### config.mk
export PLATFORM = sky130hd
export DESIGN_NAME = state_clear_ctrl
export DESIGN_NICKNAME = d
export VERILOG_FILES = /design/src/common/ray_pkg.sv /design/src/triidstate/state_clear_ctrl.sv
export SDC_FILE = /design/constraint.sdc
export NUM_CORES = 1
export LEC_CHECK = 0
export ABC_AREA = 1
export ABC_CLOCK_PERIOD_IN_PS = 4100
export BUFFER_PORTS_ARGS = -buffer_cell sky130_fd_sc_hd__buf_4
export CORE_MARGIN = 3
export CORE_UTILIZATION = 30
export CTS_BUF_LIST = sky130_fd_sc_hd__clkbuf_16
export DETAILED_ROUTE_END_ITERATION = 16
export PLACE_DENSITY_LB_ADDON = 0.08
export SYNTH_ARGS = -nofsm -noshare
export SYNTH_HDL_FRONTEND = slang
export SYNTH_SLANG_ARGS = --single-unit
### constraint.sdc
create_clock -name clk -period 4.1 [get_ports clk]
set_input_delay 1.23 -clock clk [delete_from_list [all_inputs] [get_ports clk]]
set_output_delay 1.23 -clock clk [all_outputs]
set_load 0.02 [all_outputs]
### src/common/ray_pkg.sv
package ray_pkg;

  // **************************************************
  // Ray and triangle widths
  // **************************************************

  // Ray ID width, 512 rays in flight.
  localparam int RAY_ID_W = 9;

  // Entries in each per-ray table.
  localparam int NUM_RAYS = 512;

  localparam int TRI_ID_W = 15;  // Closest triangle ID.

  // Triangle table word, triangle ID plus speculative flag.
  localparam int TRI_WORD_W = TRI_ID_W + 1;

  // Bounce count and max_reflect width.
  localparam int COUNT_W = 4;

  // **************************************************
  // Output FIFO
  // **************************************************

  localparam int OUT_FIFO_DEPTH = 4;  // Records toward the shading cache.

  // Free-slot count width of the output FIFO.
  localparam int FIFO_LEFT_W = $clog2(OUT_FIFO_DEPTH + 1);

  // Ray ID, triangle ID, shadow, miss and last flags.
  localparam int OUT_REC_W = RAY_ID_W + TRI_ID_W + 3;

  // **************************************************
  // Count table clear sequencer
  // **************************************************

  typedef enum logic [1:0] {
    CLR_WAIT = 2'd0,  // Held in reset.
    CLR_RUN  = 2'd1,  // Writing zeros.
    CLR_DONE = 2'd2   // Normal operation.
  } clear_state_e;

endpackage

### src/triidstate/state_clear_ctrl.sv
`timescale 1ns/1ps

module state_clear_ctrl (
  input  logic                         clk,
  input  logic                         reset,
  output logic                         clear_active,
  output logic [ray_pkg::RAY_ID_W-1:0] clear_addr
);

  ray_pkg::clear_state_e state;
  ray_pkg::clear_state_e state_next;
  logic                  last_addr;

  // Final entry of the count table.
  assign last_addr = (int'(clear_addr) == ray_pkg::NUM_RAYS - 1);

  // **************************************************
  // Sequencer FSM
  // **************************************************
  always_comb begin
    state_next = state;
    case (state)
      ray_pkg::CLR_WAIT: begin
        state_next = ray_pkg::CLR_RUN;  // Leave on the first cycle out of reset.
      end
      ray_pkg::CLR_RUN: begin
        if (last_addr) begin
          state_next = ray_pkg::CLR_DONE;
        end
      end
      default: begin
        state_next = ray_pkg::CLR_DONE;  // Stay done.
      end
    endcase
  end

  always_ff @(posedge clk) begin
    if (reset) begin
      state <= ray_pkg::CLR_WAIT;
    end else begin
      state <= state_next;
    end
  end

  // Address walk, one entry per cycle while running.
  always_ff @(posedge clk) begin
    if (reset) begin
      clear_addr <= '0;
    end else if (state == ray_pkg::CLR_RUN) begin
      clear_addr <= clear_addr + 1'b1;  // Wraps to zero after the last entry.
    end
  end

  // The datapath stays stalled until the whole table is zero.
  assign clear_active = (state != ray_pkg::CLR_DONE);

endmodule

==> results.sh <==
export IMPL_status="completed"
export IMPL_portBuffers=11
export IMPL_worst_setup_path_end_kind="primary output"
export IMPL_rr_startpoint="clear_addr[0]$_SDFFE_PP0N_"
export IMPL_power_density_mw_per_mm2=439
export IMPL_setup_viol=0
export IMPL_yosysWarnings=0
export IMPL_overflow=0
export IMPL_critPathArrivalTime_ps=880
export IMPL_gp_congestion=0.692
export IMPL_drt_iter0_markers=5
export IMPL_dp_hpwl_um=809
export IMPL_p_leak_uw=0.000334
export IMPL_ys_seq_area_share_pct=42.4
export IMPL_hold_class="reg2reg"
export IMPL_final_hold_viol_count=0
export IMPL_required_ps=2870
export IMPL_tightest_slew_ps=213
export IMPL_via_per_inst=4.49
export IMPL_cts_clk_slew_worst_paths_ps=40
export IMPL_clk_latency_ps=230
export IMPL_wl_met3_um=43
export IMPL_wl_met1_um=535
export IMPL_start_util_pct=33.3
export IMPL_synth_nets=78
export IMPL_routed_top_layer="met4"
export IMPL_grt_start_max_net_pins=8
export IMPL_drt_antenna_violating_nets=0
export IMPL_syn_instance_count=74
export IMPL_synth_cell_types=15
export IMPL_syn_area_sq_um=519
export IMPL_coreArea_sq_mm=0.00156
export IMPL_area_delta_synth_final_pct=34.9
export IMPL_antenna_found_initial=0
export IMPL_clockRootBuffer="clkbuf_16"
export IMPL_multi_input_area_sq_um=265
export IMPL_drive_gt1_share_pct=22.5
export IMPL_dieArea_sq_mm=0.00227
export IMPL_ys_ff_latch=11
export IMPL_ir_drop_uv=276
export IMPL_syn_avg_cell_area_sq_um=7.02
export IMPL_wirelength_mm=1.06
export IMPL_drc=0
export IMPL_crit_start="state[0]$_SDFFE_PP0P_"
export IMPL_post_drt_wl_per_cell_um=10.1
export IMPL_ctsHtreeMaxLevel=1
export IMPL_drtPass1Iterations=3
export IMPL_period_share_pct=51.5
export IMPL_rsz0062_at_grt="false"
export IMPL_setup_tns_ps=0
export IMPL_clock_fmax_ghz=0.473
export IMPL_fin_area_sq_um=701
export IMPL_grt_total_usage_pct=10.8
export IMPL_worst_setup_path_type="reg2out"
export IMPL_fin_nets=94
export IMPL_die_h_um=47.6
export IMPL_num_vias=471
export IMPL_min_from="clear_addr[8]$_SDFFE_PP0N_"
export IMPL_ff_latch_area_sq_um=220
export IMPL_grt_pass1_wl_mm=1.66
export IMPL_dpl_cell_area_sq_um=622
export IMPL_cts_tree="yes"
export IMPL_grt_pass1_vias=380
export IMPL_cp_max_fo=3
export IMPL_io_pins=12
export IMPL_worst_slew_margin_rel_pct=85.7
export IMPL_cap_violations=0
export IMPL_fin_skew_ps=3.29
export IMPL_cts_hold_buffers=0
export IMPL_worstSetupStartpointType="flop"
export IMPL_min_period_ps=2110
export IMPL_n_antenna_cell=0
export IMPL_n_fill_cell=164
export IMPL_cts_buffers=3
export IMPL_clock_sinks=11
export IMPL_placementRows=14
export IMPL_cts_repair_resized=0
export IMPL_drv_slew=0
export IMPL_cts_max_path_buffers=2
export IMPL_dr_wl_met2_um=465
export IMPL_die_w_um=47.6
export IMPL_cts_setup_buffers=0
sequential cells by signal, summed over array words and instances (netlist names):
| name | count |
|---|---|
| state | 2 |
| clear_addr | 9 |
placed cells by master (no fill, tap or decap), types with 2 or more instances in the layout:
cell type	Yosys	routed
nand2_1	15	15
inv_2	2	2
inv_1	7	8
nand3_1	7	7
nor2_2	2	2
a21oi_1	3	3
nor2_1	18	18
clkbuf_16	0	3
buf_4	0	11
ha_1	2	2
dfxtp_1	11	11
o21ai_0	2	2
where the power goes:
group	leakage, uW	internal (uW)	switching, uW
combinational	0.000202	8.74	12.5
sequential	0.0000897	111	3.67
clock	0.0000423	128	44.1
critical path, cell delays in order (launching register included):
cell,delay (ps)
dfxtp_1,390
inv_2,70
nand2_1,60
buf_4,130
routing by layer:
layer | vias up | GRT usage (%)
met2 | 7 | 16.0
met1 | 204 | 14.3
met5 | - | 0
li1 | 258 | -
met4 | 0 | 4.84
met3 | 2 | 3.38
area by class of cell:
cell class              count  share of cell area (%)
clock buffers               3                    10.7
clock inverters             1                   0.536
inverters                   9                    4.82
multi-input cells          54                    37.9
flip-flops and latches     11                    31.4
well taps                  16                    2.86
repair buffers             11                    11.8
worst paths after layout:
path / to / slack (ps) / cells past startpoint
hold / removal: clear_addr[8]$_SDFFE_PP0N_ / 510 / 2
setup / recovery: clear_active / 1990 / 3
hold reg to reg: clear_addr[8]$_SDFFE_PP0N_ / 510 / 2
setup reg to reg: clear_addr[8]$_SDFFE_PP0N_ / 2630 / 6
through the flow:
stage,utilization (%),power (uW),std cells,hold slack (ps),setup slack (ps)
5_1_grt,44.9,319,105,551,1940
4_1_cts,44.9,313,105,518,1980
3_3_place_gp,39.9,138,101,499,2230
6_report,44.9,308,105,508,1990
3_5_place_dp,39.9,138,101,512,2220
2_1_floorplan,-,130,74,568,2270
cells in the mapped netlist:
master	count	area share (%)
a21oi_1	3	2.9
nand2_1	15	11
inv_1	7	5.1
nand3_1	7	6.7
dfxtp_1	11	42
ha_1	2	4.8
inv_2	2	1.4
nand2_4	1	2.2
o21bai_1	1	1.4
o21ai_0	2	1.9
nor2_4	1	2.2
nor2_2	2	2.4
nor3_1	1	0.96
nor2_1	18	13
xor2_1	1	1.7
logic make-up (layout without fill, tap and decap cells):
group / after synthesis / after routing / synth area share, %
buffers and inverters: 9 / 24 / 6.51
DFF: 11 / 11 / 42.4
xor gates and xnor gates: 1 / 1 / 1.69
adders and majority gates: 2 / 2 / 4.82
and+or+nand+nor: 45 / 45 / 38.3
AOI/OAI and AO/OA: 6 / 6 / 6.26
Note: power is estimated with default switching activity, not from simulation.
